--- src/logic/trace_pkg.sv ---
/*
 * Shared widths, vector types and constants of the retirement trace bridge
 * Trap word layout, NMI causes, halt hold count and interrupt bit map
 */

`default_nettype none

package trace_pkg;

   ////////////////////////////////////////////////////////////////////////
   // Vector types

   // Data word for PCs, instructions, CSR values and register data
   typedef logic [31:0] xlen_t;

   // Retirement sequence number
   typedef logic [63:0] order_t;

   // Trap word as reported by the retirement port
   typedef logic [13:0] trap_t;

   // Integer register index and one-hot writeback mask
   typedef logic [4:0]  reg_addr_t;
   typedef logic [31:0] reg_mask_t;

   // NMI status, bit 0 pending, bit 1 store (1) or load (0)
   typedef logic [1:0]  nmip_t;

   // Raw interrupt inputs and the compacted line vector
   typedef logic [31:0] irq_t;
   typedef logic [18:0] irq_lines_t;

   // NMI cause code handed to the reference model
   typedef logic [10:0] nmi_cause_t;

   // Halt request hold counter
   typedef logic [2:0]  halt_cnt_t;

   ////////////////////////////////////////////////////////////////////////
   // Trap word fields

   localparam int TRAP_BIT      = 0;
   localparam int EXC_BIT       = 1;
   localparam int EXC_CAUSE_LSB = 3;
   localparam int EXC_CAUSE_MSB = 8;

   // Exception cause field width follows from its bit positions
   localparam int EXC_CAUSE_W = EXC_CAUSE_MSB - EXC_CAUSE_LSB + 1;

   // Instruction fetch bus fault
   localparam logic [EXC_CAUSE_W-1:0] FETCH_FAULT_CAUSE = 6'd48;

   ////////////////////////////////////////////////////////////////////////
   // NMI causes

   localparam nmi_cause_t NMI_CAUSE_LOAD  = 11'd1024;
   localparam nmi_cause_t NMI_CAUSE_STORE = 11'd1025;

   // Bit positions inside nmip_t
   localparam int NMIP_PEND_BIT  = 0;
   localparam int NMIP_STORE_BIT = 1;

   ////////////////////////////////////////////////////////////////////////
   // Debug halt request

   // Cycles the halt request stays up after the core drops it
   localparam halt_cnt_t HALT_HOLD_CYCLES = 3'd5;

   ////////////////////////////////////////////////////////////////////////
   // Interrupt line map

   // Machine software, timer and external interrupt inputs
   localparam int IRQ_MSW_BIT    = 3;
   localparam int IRQ_MTIMER_BIT = 7;
   localparam int IRQ_MEXT_BIT   = 11;

   // First of the sixteen local interrupt lines, they run to bit 31
   localparam int IRQ_LOCAL_LSB  = 16;

endpackage

`default_nettype wire

--- src/logic/csr_merge.sv ---
/*
 * One CSR observation merge
 * Combines masked read and write data and tracks the pending writeback flag
 */

`default_nettype none

module csr_merge (
   input  wire logic            rvvi,
   input  wire logic            arst_n_i,
   input  wire logic            rvfi_valid_i,
   input  wire trace_pkg::xlen_t rdata_i,
   input  wire trace_pkg::xlen_t wdata_i,
   input  wire trace_pkg::xlen_t rmask_i,
   input  wire trace_pkg::xlen_t wmask_i,
   output trace_pkg::xlen_t      value_o,
   output logic                  wb_o
);

   trace_pkg::xlen_t merged;
   trace_pkg::xlen_t value_q;
   logic             wb_q;

   // Written bits win, read bits fill in where nothing was written
   assign merged = (wdata_i & wmask_i) | (rdata_i & ~wmask_i & rmask_i);

   always_ff @(posedge rvvi or negedge arst_n_i) begin
      if (!arst_n_i) begin
         value_q <= '0;
      end else begin
         value_q <= merged;
      end
   end

   // New value pending until the next retirement consumes it
   always_ff @(posedge rvvi or negedge arst_n_i) begin
      if (!arst_n_i) begin
         wb_q <= 1'b0;
      end else if (merged != value_q) begin
         wb_q <= 1'b1;
      end else if (rvfi_valid_i) begin
         wb_q <= 1'b0;
      end
   end

   assign value_o = value_q;
   assign wb_o    = wb_q;

   // A writeback flag never comes up without the value moving
   wb_rise_needs_change : assert property (
      @(posedge rvvi) disable iff (!arst_n_i)
      (!wb_q ##1 wb_q) |-> (value_q != $past(value_q))
   );

endmodule

`default_nettype wire

--- src/logic/retire_capture.sv ---
/*
 * Retirement record register stage
 * Also decodes the integer register writeback into a one-hot mask
 */

`default_nettype none

module retire_capture (
   input  wire logic                 rvvi,
   input  wire logic                 arst_n_i,
   input  wire logic                 rvfi_valid_i,
   input  wire trace_pkg::order_t    rvfi_order_i,
   input  wire trace_pkg::xlen_t     rvfi_insn_i,
   input  wire trace_pkg::xlen_t     rvfi_pc_rdata_i,
   input  wire trace_pkg::xlen_t     rvfi_pc_wdata_i,
   input  wire trace_pkg::trap_t     rvfi_trap_i,
   input  wire trace_pkg::reg_addr_t rd_addr_i,
   input  wire trace_pkg::xlen_t     rd_wdata_i,
   output logic                      valid_o,
   output trace_pkg::order_t         order_o,
   output trace_pkg::xlen_t          insn_o,
   output trace_pkg::xlen_t          pc_rdata_o,
   output trace_pkg::xlen_t          pc_wdata_o,
   output trace_pkg::trap_t          trap_o,
   output trace_pkg::reg_mask_t      rd_mask_o,
   output trace_pkg::xlen_t          rd_wdata_o
);

   trace_pkg::reg_mask_t rd_mask;

   // x0 is hardwired, so it never shows up as a writeback
   assign rd_mask = (rvfi_valid_i && (rd_addr_i != '0)) ?
                    (trace_pkg::reg_mask_t'(1) << rd_addr_i) : '0;

   always_ff @(posedge rvvi or negedge arst_n_i) begin
      if (!arst_n_i) begin
         valid_o    <= 1'b0;
         order_o    <= '0;
         insn_o     <= '0;
         pc_rdata_o <= '0;
         pc_wdata_o <= '0;
         trap_o     <= '0;
         rd_mask_o  <= '0;
         rd_wdata_o <= '0;
      end else begin
         valid_o    <= rvfi_valid_i;
         order_o    <= rvfi_order_i;
         insn_o     <= rvfi_insn_i;
         pc_rdata_o <= rvfi_pc_rdata_i;
         pc_wdata_o <= rvfi_pc_wdata_i;
         trap_o     <= rvfi_trap_i;
         rd_mask_o  <= rd_mask;
         rd_wdata_o <= rd_wdata_i;
      end
   end

   // At most one register written per retirement
   rd_mask_onehot : assert property (
      @(posedge rvvi) disable iff (!arst_n_i)
      $onehot0(rd_mask_o)
   );

endmodule

`default_nettype wire

--- src/logic/halt_stretch.sv ---
/*
 * Debug halt request stretcher
 * Holds the request after it falls and strobes on every level change
 */

`default_nettype none

module halt_stretch (
   input  wire logic rvvi,
   input  wire logic arst_n_i,
   input  wire logic debug_req_i,
   output logic      halt_o,
   output logic      halt_push_o
);

   trace_pkg::halt_cnt_t cnt_q;
   logic                 halt_d;
   logic                 halt_q;
   logic                 push_q;

   // Reload while requested, then run down to zero
   always_ff @(posedge rvvi or negedge arst_n_i) begin
      if (!arst_n_i) begin
         cnt_q <= '0;
      end else if (debug_req_i) begin
         cnt_q <= trace_pkg::HALT_HOLD_CYCLES;
      end else if (cnt_q != '0) begin
         cnt_q <= cnt_q - 1'b1;
      end
   end

   // Counter is looked at before this edge's update
   assign halt_d = debug_req_i | (cnt_q != '0);

   always_ff @(posedge rvvi or negedge arst_n_i) begin
      if (!arst_n_i) begin
         halt_q <= 1'b0;
         push_q <= 1'b0;
      end else begin
         halt_q <= halt_d;
         push_q <= halt_d ^ halt_q;
      end
   end

   assign halt_o      = halt_q;
   assign halt_push_o = push_q;

   cnt_in_range : assert property (
      @(posedge rvvi) disable iff (!arst_n_i)
      cnt_q <= trace_pkg::HALT_HOLD_CYCLES
   );

endmodule

`default_nettype wire

--- src/logic/nmi_fault_tracker.sv ---
/*
 * NMI and instruction fetch bus fault tracking
 * Sampled on retirement only, with level change strobes for the model
 */

`default_nettype none

module nmi_fault_tracker (
   input  wire logic             rvvi,
   input  wire logic             arst_n_i,
   input  wire logic             rvfi_valid_i,
   input  wire trace_pkg::trap_t rvfi_trap_i,
   input  wire trace_pkg::nmip_t rvfi_nmip_i,
   output logic                  nmi_o,
   output trace_pkg::nmi_cause_t nmi_cause_o,
   output logic                  nmi_push_o,
   output logic                  ifault_o,
   output logic                  ifault_push_o
);

   logic                  nmi_pend;
   trace_pkg::nmi_cause_t nmi_cause;
   logic                  fetch_fault;

   ////////////////////////////////////////////////////////////////////////
   // Decode of the retirement fields

   assign nmi_pend  = rvfi_nmip_i[trace_pkg::NMIP_PEND_BIT];
   assign nmi_cause = rvfi_nmip_i[trace_pkg::NMIP_STORE_BIT] ?
                      trace_pkg::NMI_CAUSE_STORE : trace_pkg::NMI_CAUSE_LOAD;

   // Trap that is an exception with the fetch fault cause
   assign fetch_fault = rvfi_trap_i[trace_pkg::TRAP_BIT] &&
                        rvfi_trap_i[trace_pkg::EXC_BIT] &&
                        (rvfi_trap_i[trace_pkg::EXC_CAUSE_MSB:trace_pkg::EXC_CAUSE_LSB] ==
                         trace_pkg::FETCH_FAULT_CAUSE);

   ////////////////////////////////////////////////////////////////////////
   // Levels and strobes

   always_ff @(posedge rvvi or negedge arst_n_i) begin
      if (!arst_n_i) begin
         nmi_o         <= 1'b0;
         nmi_cause_o   <= '0;
         nmi_push_o    <= 1'b0;
         ifault_o      <= 1'b0;
         ifault_push_o <= 1'b0;
      end else if (rvfi_valid_i) begin
         nmi_o         <= nmi_pend;
         nmi_push_o    <= nmi_pend ^ nmi_o;
         ifault_o      <= fetch_fault;
         ifault_push_o <= fetch_fault ^ ifault_o;
         // Cause is kept from the last pending NMI
         if (nmi_pend) begin
            nmi_cause_o <= nmi_cause;
         end
      end else begin
         nmi_push_o    <= 1'b0;
         ifault_push_o <= 1'b0;
      end
   end

   push_after_retire : assert property (
      @(posedge rvvi) disable iff (!arst_n_i)
      (nmi_push_o || ifault_push_o) |-> $past(rvfi_valid_i)
   );

endmodule

`default_nettype wire

--- src/logic/irq_sampler.sv ---
/*
 * Interrupt input sampler
 * Compacts the machine and local lines and strobes when the inputs move
 */

`default_nettype none

module irq_sampler (
   input  wire logic            rvvi,
   input  wire logic            arst_n_i,
   input  wire trace_pkg::irq_t irq_i,
   output trace_pkg::irq_lines_t irq_lines_o,
   output logic                  irq_push_o
);

   trace_pkg::irq_t irq_q;
   logic            push_q;

   // Previous sample, the whole word counts for change detection
   always_ff @(posedge rvvi or negedge arst_n_i) begin
      if (!arst_n_i) begin
         irq_q  <= '0;
         push_q <= 1'b0;
      end else begin
         irq_q  <= irq_i;
         push_q <= (irq_i != irq_q);
      end
   end

   // Software, timer, external, then local lines 16 to 31
   assign irq_lines_o = {irq_q[31:trace_pkg::IRQ_LOCAL_LSB],
                         irq_q[trace_pkg::IRQ_MEXT_BIT],
                         irq_q[trace_pkg::IRQ_MTIMER_BIT],
                         irq_q[trace_pkg::IRQ_MSW_BIT]};

   assign irq_push_o = push_q;

endmodule

`default_nettype wire

--- src/logic/rvfi_event_bridge.sv ---
/*
 * Retirement trace event bridge top level
 * Record capture, three CSR merges, halt stretch, NMI and interrupt tracking
 */

`default_nettype none

module rvfi_event_bridge (
   input  wire logic                 rvvi,
   input  wire logic                 arst_n_i,
   // Retirement port
   input  wire logic                 rvfi_valid_i,
   input  wire trace_pkg::order_t    rvfi_order_i,
   input  wire trace_pkg::xlen_t     rvfi_insn_i,
   input  wire trace_pkg::trap_t     rvfi_trap_i,
   input  wire trace_pkg::xlen_t     rvfi_pc_rdata_i,
   input  wire trace_pkg::xlen_t     rvfi_pc_wdata_i,
   input  wire trace_pkg::nmip_t     rvfi_nmip_i,
   input  wire trace_pkg::reg_addr_t rd_addr_i,
   input  wire trace_pkg::xlen_t     rd_wdata_i,
   // CSR observations
   input  wire trace_pkg::xlen_t     mstatus_rdata_i,
   input  wire trace_pkg::xlen_t     mstatus_wdata_i,
   input  wire trace_pkg::xlen_t     mstatus_rmask_i,
   input  wire trace_pkg::xlen_t     mstatus_wmask_i,
   input  wire trace_pkg::xlen_t     mepc_rdata_i,
   input  wire trace_pkg::xlen_t     mepc_wdata_i,
   input  wire trace_pkg::xlen_t     mepc_rmask_i,
   input  wire trace_pkg::xlen_t     mepc_wmask_i,
   input  wire trace_pkg::xlen_t     mcause_rdata_i,
   input  wire trace_pkg::xlen_t     mcause_wdata_i,
   input  wire trace_pkg::xlen_t     mcause_rmask_i,
   input  wire trace_pkg::xlen_t     mcause_wmask_i,
   // Side inputs
   input  wire logic                 debug_req_i,
   input  wire trace_pkg::irq_t      irq_i,
   // Retirement record
   output logic                      valid_o,
   output trace_pkg::order_t         order_o,
   output trace_pkg::xlen_t          insn_o,
   output trace_pkg::xlen_t          pc_rdata_o,
   output trace_pkg::xlen_t          pc_wdata_o,
   output trace_pkg::trap_t          trap_o,
   output trace_pkg::reg_mask_t      rd_mask_o,
   output trace_pkg::xlen_t          rd_wdata_o,
   // Merged CSRs
   output trace_pkg::xlen_t          mstatus_value_o,
   output logic                      mstatus_wb_o,
   output trace_pkg::xlen_t          mepc_value_o,
   output logic                      mepc_wb_o,
   output trace_pkg::xlen_t          mcause_value_o,
   output logic                      mcause_wb_o,
   // Events
   output logic                      halt_o,
   output logic                      halt_push_o,
   output logic                      nmi_o,
   output trace_pkg::nmi_cause_t     nmi_cause_o,
   output logic                      nmi_push_o,
   output logic                      ifault_o,
   output logic                      ifault_push_o,
   output trace_pkg::irq_lines_t     irq_lines_o,
   output logic                      irq_push_o
);

   retire_capture i_retire (
      .rvvi(rvvi), .arst_n_i(arst_n_i), .rvfi_valid_i(rvfi_valid_i),
      .rvfi_order_i(rvfi_order_i), .rvfi_insn_i(rvfi_insn_i),
      .rvfi_pc_rdata_i(rvfi_pc_rdata_i), .rvfi_pc_wdata_i(rvfi_pc_wdata_i),
      .rvfi_trap_i(rvfi_trap_i), .rd_addr_i(rd_addr_i), .rd_wdata_i(rd_wdata_i),
      .valid_o(valid_o), .order_o(order_o), .insn_o(insn_o),
      .pc_rdata_o(pc_rdata_o), .pc_wdata_o(pc_wdata_o), .trap_o(trap_o),
      .rd_mask_o(rd_mask_o), .rd_wdata_o(rd_wdata_o)
   );

   ////////////////////////////////////////////////////////////////////////
   // CSR merges

   csr_merge i_mstatus (
      .rvvi(rvvi), .arst_n_i(arst_n_i), .rvfi_valid_i(rvfi_valid_i),
      .rdata_i(mstatus_rdata_i), .wdata_i(mstatus_wdata_i),
      .rmask_i(mstatus_rmask_i), .wmask_i(mstatus_wmask_i),
      .value_o(mstatus_value_o), .wb_o(mstatus_wb_o)
   );

   csr_merge i_mepc (
      .rvvi(rvvi), .arst_n_i(arst_n_i), .rvfi_valid_i(rvfi_valid_i),
      .rdata_i(mepc_rdata_i), .wdata_i(mepc_wdata_i),
      .rmask_i(mepc_rmask_i), .wmask_i(mepc_wmask_i),
      .value_o(mepc_value_o), .wb_o(mepc_wb_o)
   );

   csr_merge i_mcause (
      .rvvi(rvvi), .arst_n_i(arst_n_i), .rvfi_valid_i(rvfi_valid_i),
      .rdata_i(mcause_rdata_i), .wdata_i(mcause_wdata_i),
      .rmask_i(mcause_rmask_i), .wmask_i(mcause_wmask_i),
      .value_o(mcause_value_o), .wb_o(mcause_wb_o)
   );

   ////////////////////////////////////////////////////////////////////////
   // Event sources

   halt_stretch i_halt (
      .rvvi(rvvi), .arst_n_i(arst_n_i), .debug_req_i(debug_req_i),
      .halt_o(halt_o), .halt_push_o(halt_push_o)
   );

   nmi_fault_tracker i_nmi (
      .rvvi(rvvi), .arst_n_i(arst_n_i), .rvfi_valid_i(rvfi_valid_i),
      .rvfi_trap_i(rvfi_trap_i), .rvfi_nmip_i(rvfi_nmip_i),
      .nmi_o(nmi_o), .nmi_cause_o(nmi_cause_o), .nmi_push_o(nmi_push_o),
      .ifault_o(ifault_o), .ifault_push_o(ifault_push_o)
   );

   irq_sampler i_irq (
      .rvvi(rvvi), .arst_n_i(arst_n_i), .irq_i(irq_i),
      .irq_lines_o(irq_lines_o), .irq_push_o(irq_push_o)
   );

endmodule

`default_nettype wire

--- config.mk ---
export PLATFORM = sky130hd
export DESIGN_NAME = rvfi_event_bridge
export DESIGN_NICKNAME = d
export VERILOG_FILES = /design/src/logic/trace_pkg.sv /design/src/logic/csr_merge.sv /design/src/logic/retire_capture.sv /design/src/logic/halt_stretch.sv /design/src/logic/nmi_fault_tracker.sv /design/src/logic/irq_sampler.sv /design/src/logic/rvfi_event_bridge.sv
export SDC_FILE = /design/constraint.sdc
export NUM_CORES = 1
export LEC_CHECK = 0
export ABC_AREA = 1
export ABC_CLOCK_PERIOD_IN_PS = 3100
export BUFFER_PORTS_ARGS = -buffer_cell sky130_fd_sc_hd__buf_2
export CAP_MARGIN = 20
export CORE_AREA = 4 4 393 395
export CTS_CLUSTER_DIAMETER = 30
export CTS_CLUSTER_SIZE = 16
export DETAILED_ROUTE_END_ITERATION = 10
export DIE_AREA = 0 0 397 399
export SYNTH_ARGS = -nofsm -noshare
export SYNTH_HDL_FRONTEND = slang
export SYNTH_SLANG_ARGS = --single-unit
--- constraint.sdc ---
create_clock -name rvvi -period 3.1 [get_ports rvvi]
set_input_delay 0.62 -clock rvvi [delete_from_list [all_inputs] [get_ports rvvi]]
set_output_delay 0.62 -clock rvvi [all_outputs]
set_load 0.05 [all_outputs]
# Yosys cells after proc, flatten, opt, wreduce, memory -nomap -nowiden

Cells that the tools add are included.

Register bits: 391
Word-level logic and storage cells: 70
Output and inout port bits: 375
Input port bits: 633

Reductions and logical operators: 10
Bitwise gates (word level): 19
Shift-type cells: 1
Multiplexer cells: 10
Equal/unequal tests: 5
Add/subtract/negate cells: 1

Operators with widths:

| operator                                                            | count |
|---|---|
| 32-bit AND                                                          | 9 |
| 32-bit inequality test                                              | 4 |
| 32-bit inverter                                                     | 3 |
| 32-bit OR                                                           | 3 |
| 32-bit 2-to-1 mux                                                   | 1 |
| 1-bit by 5-bit left shift with 32-bit output (first input constant) | 1 |
| 2-bit nonzero test                                                  | 4 |
| 1-bit 2-to-1 mux                                                    | 7 |
| 6-bit equality test (second input constant)                         | 1 |
| 3-bit 2-to-1 mux                                                    | 2 |
| 5-bit nonzero test                                                  | 1 |
| 1-bit logical AND                                                   | 3 |
| 3-bit nonzero test                                                  | 1 |
| 3-bit by 1-bit subtractor with 3-bit output (second input constant) | 1 |
| 1-bit XOR                                                           | 3 |
| 2-bit AND reduction                                                 | 1 |
| 1-bit OR                                                            | 1 |

# Depth between registers and ports, before layout

Gate-level depths: netlist (run 1).

Word-level depth: 6
Gate-level depth with buffers: 11
Gate-level depth less buffers: 11

# Cells and area by module

A second synthesis (run 1) with hierarchy kept.

Cells, all modules: 1,383
Area total of the unflattened synthesis: 14,789.2 um^2

By module, submodules not included:

| module            | times used | area each (um^2) | cells each | seq. area each (um^2) |
|---|---|---|---|---|
| csr_merge         | 3          | 2,164.6          | 291        | 825.8 |
| retire_capture    | 1          | 6,286.0          | 301        | 5,980.7 |
| irq_sampler       | 1          | 1,425.1          | 139        | 825.8 |
| nmi_fault_tracker | 1          | 336.6            | 41         | 150.1 |
| halt_stretch      | 1          | 247.7            | 29         | 125.1 |

# Worst setup path before layout (run 1)

No wires, ideal clock.

Path kind: input to register
From: in rd_addr_i[0]
To: reg i_retire.rd_mask_o[1]
Slack: 1.707 ns
Path buffers: 1
Required time: 2.977 ns
Data arrival time: 1.269 ns
Stages: 5
Library setup time: 0.123 ns
Cell sequence: buf_2 > nor2_1 > nand3_1 > nand3_1 > nor2_1

Cells in the longest elaborated chain, start to end: 3
Elaborated cells between the ends (all ways): 4
Those cells by class: shift (1); mux (1); reduce/logical (2)

Ends and longest elaborated chain:

| item                    | line                    | text |
|---|---|---|
| start: declaration      | rvfi_event_bridge.sv:19 | `input wire trace_pkg::reg_addr_t rd_addr_i,` |
| 5-bit nonzero test      | retire_capture.sv:32    | `assign rd_mask = (rvfi_valid_i && (rd_addr_i != '0)) ?` |
| 1-bit logical AND       | retire_capture.sv:32    |  |
| 32-bit 2-to-1 mux *     | retire_capture.sv:32    |  |
| net i_retire.rd_mask[1] | retire_capture.sv:29    | `trace_pkg::reg_mask_t rd_mask;` |
| end signal: assignment  | retire_capture.sv:52    | `rd_mask_o <= rd_mask;` |
| end: declaration        | retire_capture.sv:25    | `output trace_pkg::reg_mask_t rd_mask_o,` |

Mark *: on every way through the listed nets, which the timed path passes. The rest lies on a longest branch.
A chain may end at the register's enable or synchronous reset.

# Worst setup path after layout (run 1)

From: reg i_mepc.value_q[31], in the netlist i_mepc.value_o[31]
To: out mepc_value_o[31]

RTL lines:

| item                     | line                    | text |
|---|---|---|
| start: declaration       | csr_merge.sv:21         | `trace_pkg::xlen_t value_q;` |
| start signal: assignment | csr_merge.sv:31         | `value_q <= merged;` |
| end: declaration         | rvfi_event_bridge.sv:49 | `output trace_pkg::xlen_t mepc_value_o,` |

No word-level cell between the ends.

==> results of run 1 <==
-- report_power, final --
| group | internal [W] | switching (W) |
|---|---|---|
| logic | 0.000858 | 0.00191 |
| registers | 0.00527 | 0.000162 |
| clock network | 0.00786 | 0.00377 |
| total | 0.0140 | 0.00585 |
-- final cells by class --
class                   count  area [sq um]
inverters                 221           832
flip-flops and latches    382          9560
well taps                2030          2540
fillers                 16738        124000
clock buffers             123          2790
diodes                     10          25.0
clock inverters            71          1060
repair buffers           1227          7300
multi-input cells         760          3570
-- what timing repair did --
action	4_1_cts	5_1_grt
resized for setup	0	0
endpoints found under the hold margin	257	0
hold buffers	206	0
-- cells by family (layout without fill, tap and decap cells) --
| kind of cell | Yosys count | in the layout |
|---|---|---|
| AOI/OAI and AO/OA | 68 | 68 |
| xor gates and xnor gates | 26 | 26 |
| adders and majority gates | 2 | 2 |
| buffers and inverters | 255 | 1642 |
| DFF | 382 | 382 |
| muxes | 1 | 1 |
| other | 1 | 20 |
| and+or+nand+nor | 653 | 653 |
-- registers in the layout, summed over array words and instances (netlist names), 2 cells and up --
name	count
i_retire.rd_mask_o	32
i_retire.insn_o	32
i_retire.trap_o	14
i_mcause.value_o	32
i_retire.order_o	64
i_halt.cnt_q	3
i_irq.irq_q	32
i_nmi.nmi_cause_o	2
i_retire.rd_wdata_o	32
i_retire.pc_rdata_o	32
i_mepc.value_o	32
i_retire.pc_wdata_o	32
i_mstatus.value_o	32
-- metal layers --
metal | part of all wire [%] | GRT usage [%] | vias up
li1 | - | - | 6945
met1 | 37 | 11.6 | 7317
met2 | 51 | 18.8 | 789
met3 | 8.8 | 3.71 | 177
met4 | 3.6 | 4.43 | 2
met5 | 0.012 | 0 | -
-- synthesized netlist by cell type, drive strengths merged (11+ instances only) --
library cell and instances:
nand2 364, inv 221, nand3 125, dfrtp 382
nand4 16, o21ai 49, buf 34, nand3b 38
xor2 17, nor2 93, o211ai 11
-- per-stage QoR --
stage / instance area (sq um) / worst slack [ns] / power [W] / std cells
final: 27700 / 0.964 / 0.0198 / 4824
after global routing: 27700 / 0.869 / 0.0206 / 4821
after CTS: 27600 / 0.836 / 0.0202 / 4814
after detailed placement: 21700 / 0.893 / 0.00807 / 4414
after global placement: 21700 / 0.936 / 0.00805 / 4414
after floorplan: 14200 / 1.71 / 0.00686 / 1397
-- how the worst min path moves through the flow --
stage / depth (start not counted) / slack (ns) / to / start
after global placement: 2 / 0.45 / i_nmi.nmi_cause_o[10] / i_nmi.nmi_cause_o[10]
after detailed placement: 2 / 0.45 / i_nmi.nmi_cause_o[10] / i_nmi.nmi_cause_o[10]
after CTS: 1 / 0.001 / i_retire.pc_rdata_o[9] / rvfi_pc_rdata_i[9]
after floorplan: 0 / 0.32 / i_halt.cnt_q[0] / arst_n_i
after global routing: 1 / 0.01 / i_retire.rd_wdata_o[31] / rd_wdata_i[31]
final: 1 / 0.09 / i_retire.rd_wdata_o[31] / rd_wdata_i[31]
==> flow_metrics.env, run 1 <==
export IMPL_status="finished clean"
export IMPL_synthMuxAreaShare_pct=0.0794
export IMPL_io_pin_count=1008
export IMPL_synth_compound_area_share_pct=2.96
export IMPL_cp_num_buf_inv=1
export IMPL_powerDensity_nw_per_um2=716
export IMPL_critical_path_class="reg2out"
export IMPL_r2r_slack_ns=1.52
export IMPL_synth_area_per_cell_sq_um=10.2
export IMPL_seq_area_frac_synth_pct=67.4
export IMPL_coreArea_sq_um=151000
export IMPL_fin_setup_tns_ns=0
export IMPL_synthesis_area_sq_um=14200
export IMPL_cp_depth=1
export IMPL_slew_violations=0
export IMPL_clockBufferDepth=3
export IMPL_hp_class="in2reg"
export IMPL_synthArstFlopShare_pct=100
export IMPL_die_h_um=399
export IMPL_final_util_pct=18.3
export IMPL_synth_top_family_by_area="simple AND/OR/NAND/NOR gates"
export IMPL_synth_distinct_cells=30
export IMPL_slowest_stage="dfrtp_1"
export IMPL_synth_simple_area_share_pct=20.1
export IMPL_cts_tree="yes"
export IMPL_synth_top_area_cell="dfrtp_1"
export IMPL_place_congestion=0.970
export IMPL_drcViolationCount=0
export IMPL_final_common_cell="buf_2"
export IMPL_yosys_top_cells_area="dfrtp_1 (67%), nand2_1 (9.6%), inv_1 (5.8%)"
export IMPL_hold_violations=0
export IMPL_path_cells="buf_2"
export IMPL_synth_xor_xnor_area_share_pct=1.61
export IMPL_worstSkewPairLatency_ns=0.69
export IMPL_cts_setup_buffers=0
export IMPL_r2r_cells=8
export IMPL_routed_via_density=3.16
export IMPL_cp_end_kind="output port"
export IMPL_rsz0062_at_grt="false"
export IMPL_cts_root_buffer="clkbuf_16"
export IMPL_synthAdderAreaFrac_pct=0.176
export IMPL_cts_made_buffers=105
export IMPL_dpl_hpwl_um=73600
export IMPL_hold_ws_ns=0.0850
export IMPL_antenna_found_initial=32
export IMPL_grt_pass1_vias=16410
export IMPL_fp_dieW_um=397
export IMPL_ys_warn_count=0
export IMPL_synthCells=1388
export IMPL_cpLargestDelayFamily="flip-flops"
export IMPL_drt_total_wl_um=88600
export IMPL_finalCriticalPeriod_ns=2.14
export IMPL_ys_flop_type="dfrtp_1"
export IMPL_maxSlewHeadroom_pct=56.9
export IMPL_detail_route_antenna_nets=0
export IMPL_cp_max_fo=2
export IMPL_cap_violations=0
export IMPL_crit_path_end="mepc_value_o[31]"
export IMPL_final_cell_mix="buf_2 (997), dfrtp_1 (382), nand2_1 (363)"
export IMPL_slowest_delay_ns=0.49
export IMPL_worstMarginPinSlew_ns=0.639
export IMPL_finalSetupViolations=0
export IMPL_die_area_sq_um=158000
export IMPL_area_growth_pct=95.1
export IMPL_synth_seq_cells=382
export IMPL_clkSinkCount=382
export IMPL_grt_max_degree=59
export IMPL_wl_per_cell_um=18.4
export IMPL_max_clock_freq_mhz=468
export IMPL_synth_top_cell_area_share_pct=67.4
export IMPL_fin_crit_sh_pct=68.9
export IMPL_peakVddDrop_mv=0.434
export IMPL_io_buffers=998
export IMPL_r2r_end="i_mepc.wb_o"
export IMPL_grt_usage_pct=10.7
export IMPL_vias=15230
export IMPL_htreeDepth=3
export IMPL_power_leakage_nw=14.3
export IMPL_overflow=0
export IMPL_clkTransAtPathRegs_ns=0.05
export IMPL_synth_edff_count=0
export IMPL_drt_iter0_markers=923
export IMPL_worstPathRequired_ns=2.48
export IMPL_fin_skew_ns=0.0573
export IMPL_critPathLaunch="i_mepc.value_o[31]"
export IMPL_firstDrtPassIters=5
export IMPL_start_util_pct=9.38
export IMPL_timing_rr_start="i_mepc.value_o[17]"
export IMPL_row_count=143
export IMPL_drive_gt1_share_pct=44.1
export IMPL_final_nets=3332
export IMPL_critPathArrivalTime_ns=1.52
export IMPL_start_kind="register"
export IMPL_grt_first_pass_wirelength_um=119000
(Power assumes the default switching activity.)
==> inputs of run 2 (changes only) <==
--- a/config.mk
+++ b/config.mk
@@ -6,14 +6,14 @@
 export NUM_CORES = 1
 export LEC_CHECK = 0
 export ABC_AREA = 1
-export ABC_CLOCK_PERIOD_IN_PS = 3100
+export ABC_CLOCK_PERIOD_IN_PS = 1900
 export BUFFER_PORTS_ARGS = -buffer_cell sky130_fd_sc_hd__buf_2
 export CAP_MARGIN = 20
-export CORE_AREA = 4 4 393 395
+export CORE_AREA = 4 4 392 394
 export CTS_CLUSTER_DIAMETER = 30
 export CTS_CLUSTER_SIZE = 16
 export DETAILED_ROUTE_END_ITERATION = 10
-export DIE_AREA = 0 0 397 399
+export DIE_AREA = 0 0 396 398
 export SYNTH_ARGS = -nofsm -noshare
 export SYNTH_HDL_FRONTEND = slang
 export SYNTH_SLANG_ARGS = --single-unit
==> constraint.sdc (replaced) <==
create_clock -name rvvi -period 1.9 [get_ports rvvi]
set_input_delay 0.38 -clock rvvi [delete_from_list [all_inputs] [get_ports rvvi]]
set_output_delay 0.38 -clock rvvi [all_outputs]
set_load 0.05 [all_outputs]
==> run 2 against run 1 <==
Clock-buffer cell count grew 3. Design area rose by 7.4%. Non-clock buffer count increased by 236. Clock power rose by 47%. Die area fell by 0.50%. Largest cell class is now non-clock buffers. Combinational power up 84%.
==> flow_metrics.env, run 2 (synthesis gave the netlist of run 1 again) <==
export IMPL_die_h_um=398
export IMPL_coreArea_sq_um=150000
export IMPL_io_buffers=998
export IMPL_grt_usage_pct=11.6
export IMPL_clkTransAtPathRegs_ns=0.05
export IMPL_cts_tree="yes"
export IMPL_clockBufferDepth=3
export IMPL_finalSetupViolations=0
export IMPL_slowest_delay_ns=0.54
export IMPL_largest_reg_flops=64
export IMPL_rsz0062_at_grt="false"
export IMPL_slowest_stage="dlygate4sd3_1"
export IMPL_final_util_pct=19.8
export IMPL_fin_setup_tns_ns=0
export IMPL_wl_per_cell_um=18.9
export IMPL_dpl_hpwl_um=77700
export IMPL_start_kind="primary input"
export IMPL_powerDensity_nw_per_um2=1040
export IMPL_die_area_sq_um=158000
export IMPL_power_leakage_nw=15.1
export IMPL_maxSlewHeadroom_pct=59.8
export IMPL_vias=16443
export IMPL_area_growth_pct=109
export IMPL_hold_ws_ns=0.0842
export IMPL_final_cell_mix="buf_2 (981), dlygate4sd3_1 (421), dfrtp_1 (380)"
export IMPL_drcViolationCount=0
export IMPL_slew_violations=0
export IMPL_finalCriticalPeriod_ns=1.88
export IMPL_worstSkewPairLatency_ns=0.68
export IMPL_hold_violations=0
export IMPL_critical_path_class="in2reg"
export IMPL_status="finished clean"
export IMPL_drive_gt1_share_pct=41.2
export IMPL_cp_end_kind="register"
export IMPL_critPathArrivalTime_ns=2.43
export IMPL_cap_violations=0
export IMPL_worstPathRequired_ns=2.46
export IMPL_postLayoutCellArea_sq_um=29700
export IMPL_fin_crit_sh_pct=98.7
export IMPL_peakVddDrop_mv=1.12
export IMPL_htreeDepth=3
export IMPL_final_nets=3559
export IMPL_overflow=0
export IMPL_setup_ws_ns=0.0239
export IMPL_antenna_found_initial=39
export IMPL_firstDrtPassIters=6
export IMPL_grt_first_pass_wirelength_um=128000
export IMPL_final_common_cell="buf_2"
export IMPL_drt_total_wl_um=95100
export IMPL_grt_pass1_vias=17883
export IMPL_cts_made_buffers=96
export IMPL_clkSinkCount=382
export IMPL_top_register="i_retire.order_o"
export IMPL_fp_dieW_um=396
export IMPL_min_delay_start="mcause_rmask_i[14]"
export IMPL_r2r_cells=9
export IMPL_grt_max_degree=57
export IMPL_r2r_slack_ns=0.22
export IMPL_worstMarginPinSlew_ns=0.596
export IMPL_holdPathEnd="i_mcause.value_o[14]"
export IMPL_timing_rr_start="i_mcause.wb_o"
export IMPL_max_clock_freq_mhz=533
export IMPL_fin_skew_ns=0.0671
export IMPL_cp_max_fo=3
export IMPL_place_area_sq_um=21900
export IMPL_path_cells="dlygate4sd3_1 > buf_2 > nand2_1 > dlygate4sd3_1 > nand2_1 > nand2_1 > o21ai_0 > nor2_2 > nand3_2 > nor2_1 > buf_4 > nand3_1"
export IMPL_cts_root_buffer="clkbuf_16"
export IMPL_row_count=142
export IMPL_r2r_end="i_mcause.wb_o"
export IMPL_io_pin_count=1008
export IMPL_place_congestion=0.975
export IMPL_crit_top_cell="nand2_1"
export IMPL_pre_cts_ws_ns=-0.290
export IMPL_start_util_pct=9.47
export IMPL_hp_class="in2reg"
export IMPL_detail_route_antenna_nets=0
export IMPL_hold_path_depth=3
export IMPL_drt_iter0_markers=1141
export IMPL_routed_via_density=3.26
==> run 2: worst max-delay path: cells and delay by family <==
family	cells	cell delay (ns)
AO/OA/AOI/OAI	1	0.09
AND/OR/NAND/NOR	7	0.65
buffers and inverters	4	1.30
==> run 2: how the worst max path moves through the flow <==
stage                                   start       endpoint  slack [ns]  cells past startpoint
after floorplan           i_mcause.value_o[8]  i_mcause.wb_o        0.61                      7
after global placement     mcause_wmask_i[25]  i_mcause.wb_o       -0.90                     11
after detailed placement   mcause_wmask_i[25]  i_mcause.wb_o       -0.29                     12
after CTS                      i_nmi.ifault_o       ifault_o       0.004                      1
after global routing       mcause_wdata_i[15]  i_mcause.wb_o       0.002                     14
final                       mcause_wdata_i[1]  i_mcause.wb_o        0.02                     12
==> run 2: stage by stage <==
step,cells,power (W)
2_1_floorplan,1397,0.0112
3_3_place_gp,4418,0.0132
3_5_place_dp,4419,0.0133
4_1_cts,5022,0.0314
5_1_grt,5028,0.0322
6_report,5037,0.0310
==> run 2: routing by layer <==
metal / GRT usage [%] / share of wire (%)
met4: 5.28 / 4.5
met5: 0 / 0.018
met2: 19.7 / 48
met1: 13.6 / 40
met3: 3.06 / 8.0
==> run 2: report_power, final <==
part | switching, W | internal (W) | leakage, nW
registers | 0.000250 | 0.00860 | 4.59
clock network | 0.00537 | 0.0117 | 1.67
logic | 0.00333 | 0.00177 | 8.86
==> run 2: layout make-up <==
type	count	area, sq um
Timing Repair Buffer	1463	9700
Sequential cell	382	9560
Clock inverter	52	781
Clock buffer	126	2670
Antenna cell	17	42.5
Multi-Input combinational cell	760	3600
Tap cell	2016	2520
Inverter	221	832
Fill cell	16270	120000
==> run 2: timing repair <==
| action | in CTS | in global routing |
|---|---|---|
| resized for setup | 17 | 16 |
| pin swaps | 0 | 5 |
| hold endpoints to repair | 521 | 0 |
| endpoints found under the setup margin | 14 | 4 |
| setup buffers | 1 | 0 |
| hold buffers | 424 | 0 |
==> inputs of run 3 (changes only) <==
--- a/config.mk
+++ b/config.mk
@@ -5,15 +5,15 @@
 export SDC_FILE = /design/constraint.sdc
 export NUM_CORES = 1
 export LEC_CHECK = 0
-export ABC_AREA = 1
 export ABC_CLOCK_PERIOD_IN_PS = 1900
 export BUFFER_PORTS_ARGS = -buffer_cell sky130_fd_sc_hd__buf_2
 export CAP_MARGIN = 20
-export CORE_AREA = 4 4 392 394
+export CORE_AREA = 4 4 395 397
 export CTS_CLUSTER_DIAMETER = 30
 export CTS_CLUSTER_SIZE = 16
 export DETAILED_ROUTE_END_ITERATION = 10
-export DIE_AREA = 0 0 396 398
+export DIE_AREA = 0 0 399 401
+export REMOVE_ABC_BUFFERS = 1
 export SYNTH_ARGS = -nofsm -noshare
 export SYNTH_HDL_FRONTEND = slang
 export SYNTH_SLANG_ARGS = --single-unit
==> run 3 against run 2 <==
The run now ends with negative setup slack left. Maximum frequency fell by 16%. Area after synthesis fell by 6.9%. Register-to-register slack got worse by 0.55 ns. Final cell count fell by 5.7%. Clock skew fell by 0.032 ns. Wire length rose by 17%. Critical path depth fell by 6. Sequential power barely moved. Power rose by 8.5%. Critical endpoint is now i_mstatus.wb_o. Largest power group unchanged.
==> flow_metrics.env, run 3 <==
export IMPL_status="finished with violations"
export IMPL_violations="negative setup slack"
export IMPL_timing_rr_start="i_mstatus.value_o[15]"
export IMPL_hp_class="in2reg"
export IMPL_max_clock_freq_mhz=449
export IMPL_worstMarginPinSlew_ns=0.765
export IMPL_synth_edff_count=0
export IMPL_clkSinkCount=382
export IMPL_grt_usage_pct=13.6
export IMPL_ys_flop_type="dfrtp_1"
export IMPL_io_buffers=998
export IMPL_synth_top_cell_area_share_pct=72.4
export IMPL_synth_seq_cells=382
export IMPL_worstPathRequired_ns=2.41
export IMPL_place_congestion=0.953
export IMPL_fin_crit_sh_pct=117
export IMPL_cts_tree="yes"
export IMPL_final_nets=3253
export IMPL_coreArea_sq_um=152000
export IMPL_clkTransAtPathRegs_ns=0.05
export IMPL_synth_area_per_cell_sq_um=13.0
export IMPL_vias=15250
export IMPL_power_leakage_nw=14.2
export IMPL_synthesis_area_sq_um=13200
export IMPL_synthArstFlopShare_pct=100
export IMPL_critical_path_class="reg2reg"
export IMPL_maxSlewHeadroom_pct=48.8
export IMPL_fp_dieW_um=399
export IMPL_critPathArrivalTime_ns=2.74
export IMPL_largest_reg_flops=64
export IMPL_yosys_top_cells_area="dfrtp_1 (72%), nand2_1 (5.7%), xnor2_1 (5.5%)"
export IMPL_fill_cells=16613
export IMPL_wl_per_cell_um=23.5
export IMPL_ys_warn_count=0
export IMPL_detail_route_antenna_nets=0
export IMPL_cts_root_buffer="clkbuf_16"
export IMPL_slew_violations=0
export IMPL_postLayoutCellArea_sq_um=29800
export IMPL_seq_area_frac_synth_pct=72.4
export IMPL_antenna_found_initial=104
export IMPL_cap_violations=0
export IMPL_setup_ws_ns=-0.325
export IMPL_htreeDepth=3
export IMPL_yosys_cell_count_top_type="dfrtp_1"
export IMPL_synth_top_area_cell="dfrtp_1"
export IMPL_start_kind="register"
export IMPL_finalCriticalPeriod_ns=2.23
export IMPL_firstDrtPassIters=5
export IMPL_grt_first_pass_wirelength_um=146000
export IMPL_row_count=143
export IMPL_final_cell_mix="buf_2 (976), dlygate4sd3_1 (439), dfrtp_1 (379)"
export IMPL_dpl_hpwl_um=96600
export IMPL_grt_pass1_vias=16854
export IMPL_cts_made_buffers=106
export IMPL_rsz0062_at_grt="true"
export IMPL_top_register="i_retire.order_o"
export IMPL_layoutNonFillerInstCount=4752
export IMPL_peakVddDrop_mv=0.758
export IMPL_place_area_sq_um=21300
export IMPL_cp_max_fo=2
export IMPL_powerDensity_nw_per_um2=1130
export IMPL_io_pin_count=1008
export IMPL_pre_cts_ws_ns=-0.752
export IMPL_crit_path_end="i_mstatus.wb_o"
export IMPL_grt_max_degree=51
export IMPL_synth_distinct_cells=42
export IMPL_r2r_end="i_mstatus.wb_o"
export IMPL_drt_total_wl_um=112000
export IMPL_hold_violations=0
export IMPL_routed_via_density=3.21
export IMPL_start_util_pct=8.70
export IMPL_yosys_top_cells_count="dfrtp_1 (382), nand2_1 (199), xnor2_1 (83)"
export IMPL_r2r_slack_ns=-0.33
export IMPL_r2r_cells=6
export IMPL_critPathLaunch="i_mstatus.value_o[15]"
export IMPL_drcViolationCount=0
export IMPL_area_growth_pct=126
export IMPL_drt_iter0_markers=854
export IMPL_fin_skew_ns=0.0351
export IMPL_finalSetupViolations=1
export IMPL_cp_end_kind="register"
export IMPL_worstSkewPairLatency_ns=0.69
export IMPL_die_h_um=401
export IMPL_drive_gt1_share_pct=47.4
export IMPL_synthCells=1017
export IMPL_final_common_cell="buf_2"
export IMPL_overflow=0
export IMPL_place_inst=4098
export IMPL_clockBufferDepth=3
export IMPL_die_area_sq_um=160000
==> run 3: changes by cell type after synthesis, moves of 9 or more <==
cell      previous run  this run
o22ai_1              0        18
o21ai_1              6        60
nand3b_1            36        17
nand3_1            125        19
inv_1              220        13
xnor2_1              9        83
nor2_1              93        30
nor4_1               2        13
nand4_1             16        26
nand2b_1             0         9
xor2_1              17        36
nand2_1            363       199
==> run 3: timing repair <==
| item | CTS | global route |
|---|---|---|
| hold buffers | 439 | 0 |
| endpoints found under the hold margin | 365 | 0 |
| buffers inserted | 3 | 0 |
| gates resized for setup | 28 | 4 |
| setup endpoints to repair | 21 | 3 |
| cloned | 0 | 0 |
| pin swaps | 5 | 0 |
==> run 3: critical path, stage by stage, from the launching register on <==
cell,delay [ns]
dfrtp_1,0.38
xor2_1,0.14
a22o_1,0.22
a211oi_2,0.26
nand4_1,0.17
nor4b_4,0.68
nand4_1,0.17
==> run 3: cell families after synthesis <==
family	synth area share, %
AOI/OAI and AO/OA	5.40
xor gates and xnor gates	8.14
adders and majority gates	0.189
buffers and inverters	2.10
DFF	72.4
muxes	0.161
other	0.0284
and+or+nand+nor	11.6
==> run 3: final cells by class <==
type / instances / area (sq um) / share of cell area (%)
diodes: 17 / 42.5 / 0.143
clock inverters: 65 / 1030 / 3.46
clock buffers: 130 / 2900 / 9.73
inverters: 13 / 48.8 / 0.163
repair buffers: 1517 / 10300 / 34.4
multi-input cells: 598 / 3450 / 11.5
well taps: 2030 / 2540 / 8.51
flip-flops and latches: 382 / 9560 / 32.0
==> run 3: metal layers <==
layer | global-route usage (%) | part of all wire, % | vias to the layer above
met5 | 0 | 0.15 | -
met4 | 3.59 | 2.8 | 22
met3 | 5.47 | 9.8 | 291
met2 | 24.9 | 51 | 918
met1 | 14.3 | 36 | 7379
li1 | - | - | 6640
==> run 3: through the flow <==
step / util (%) / power, W / hold slack (ns) / TNS, ns
after floorplan: - / 0.0111 / 0.0844 / 0
after global placement: 14.1 / 0.0134 / 0.379 / -1.05
after detailed placement: 14.1 / 0.0135 / 0.380 / -0.975
after CTS: 19.6 / 0.0341 / 0.00430 / -0.249
after global routing: 19.6 / 0.0349 / 0.0337 / -0.334
final: 19.6 / 0.0336 / 0.0642 / -0.325
==> run 3: how the worst min path moves through the flow <==
| stage | start | cells past startpoint | slack, ns | to |
|---|---|---|---|---|
| floorplan | arst_n_i | 0 | 0.08 | i_halt.cnt_q[0] |
| global placement | arst_n_i | 1 | 0.38 | i_retire.order_o[34] |
| detailed placement | arst_n_i | 1 | 0.38 | i_retire.order_o[34] |
| CTS | rd_addr_i[0] | 2 | 0.004 | i_retire.rd_mask_o[28] |
| global route | mcause_rdata_i[19] | 3 | 0.03 | i_mcause.value_o[19] |
| finish | mcause_wdata_i[19] | 3 | 0.06 | i_mcause.value_o[19] |
==> run 3: report_power, final <==
group / internal, W / leakage [nW] / switching (W) / total [W]
clock network: 0.0136 / 1.90 / 0.00586 / 0.0194
registers: 0.00860 / 4.58 / 0.000279 / 0.00888
logic: 0.00195 / 7.68 / 0.00335 / 0.00530
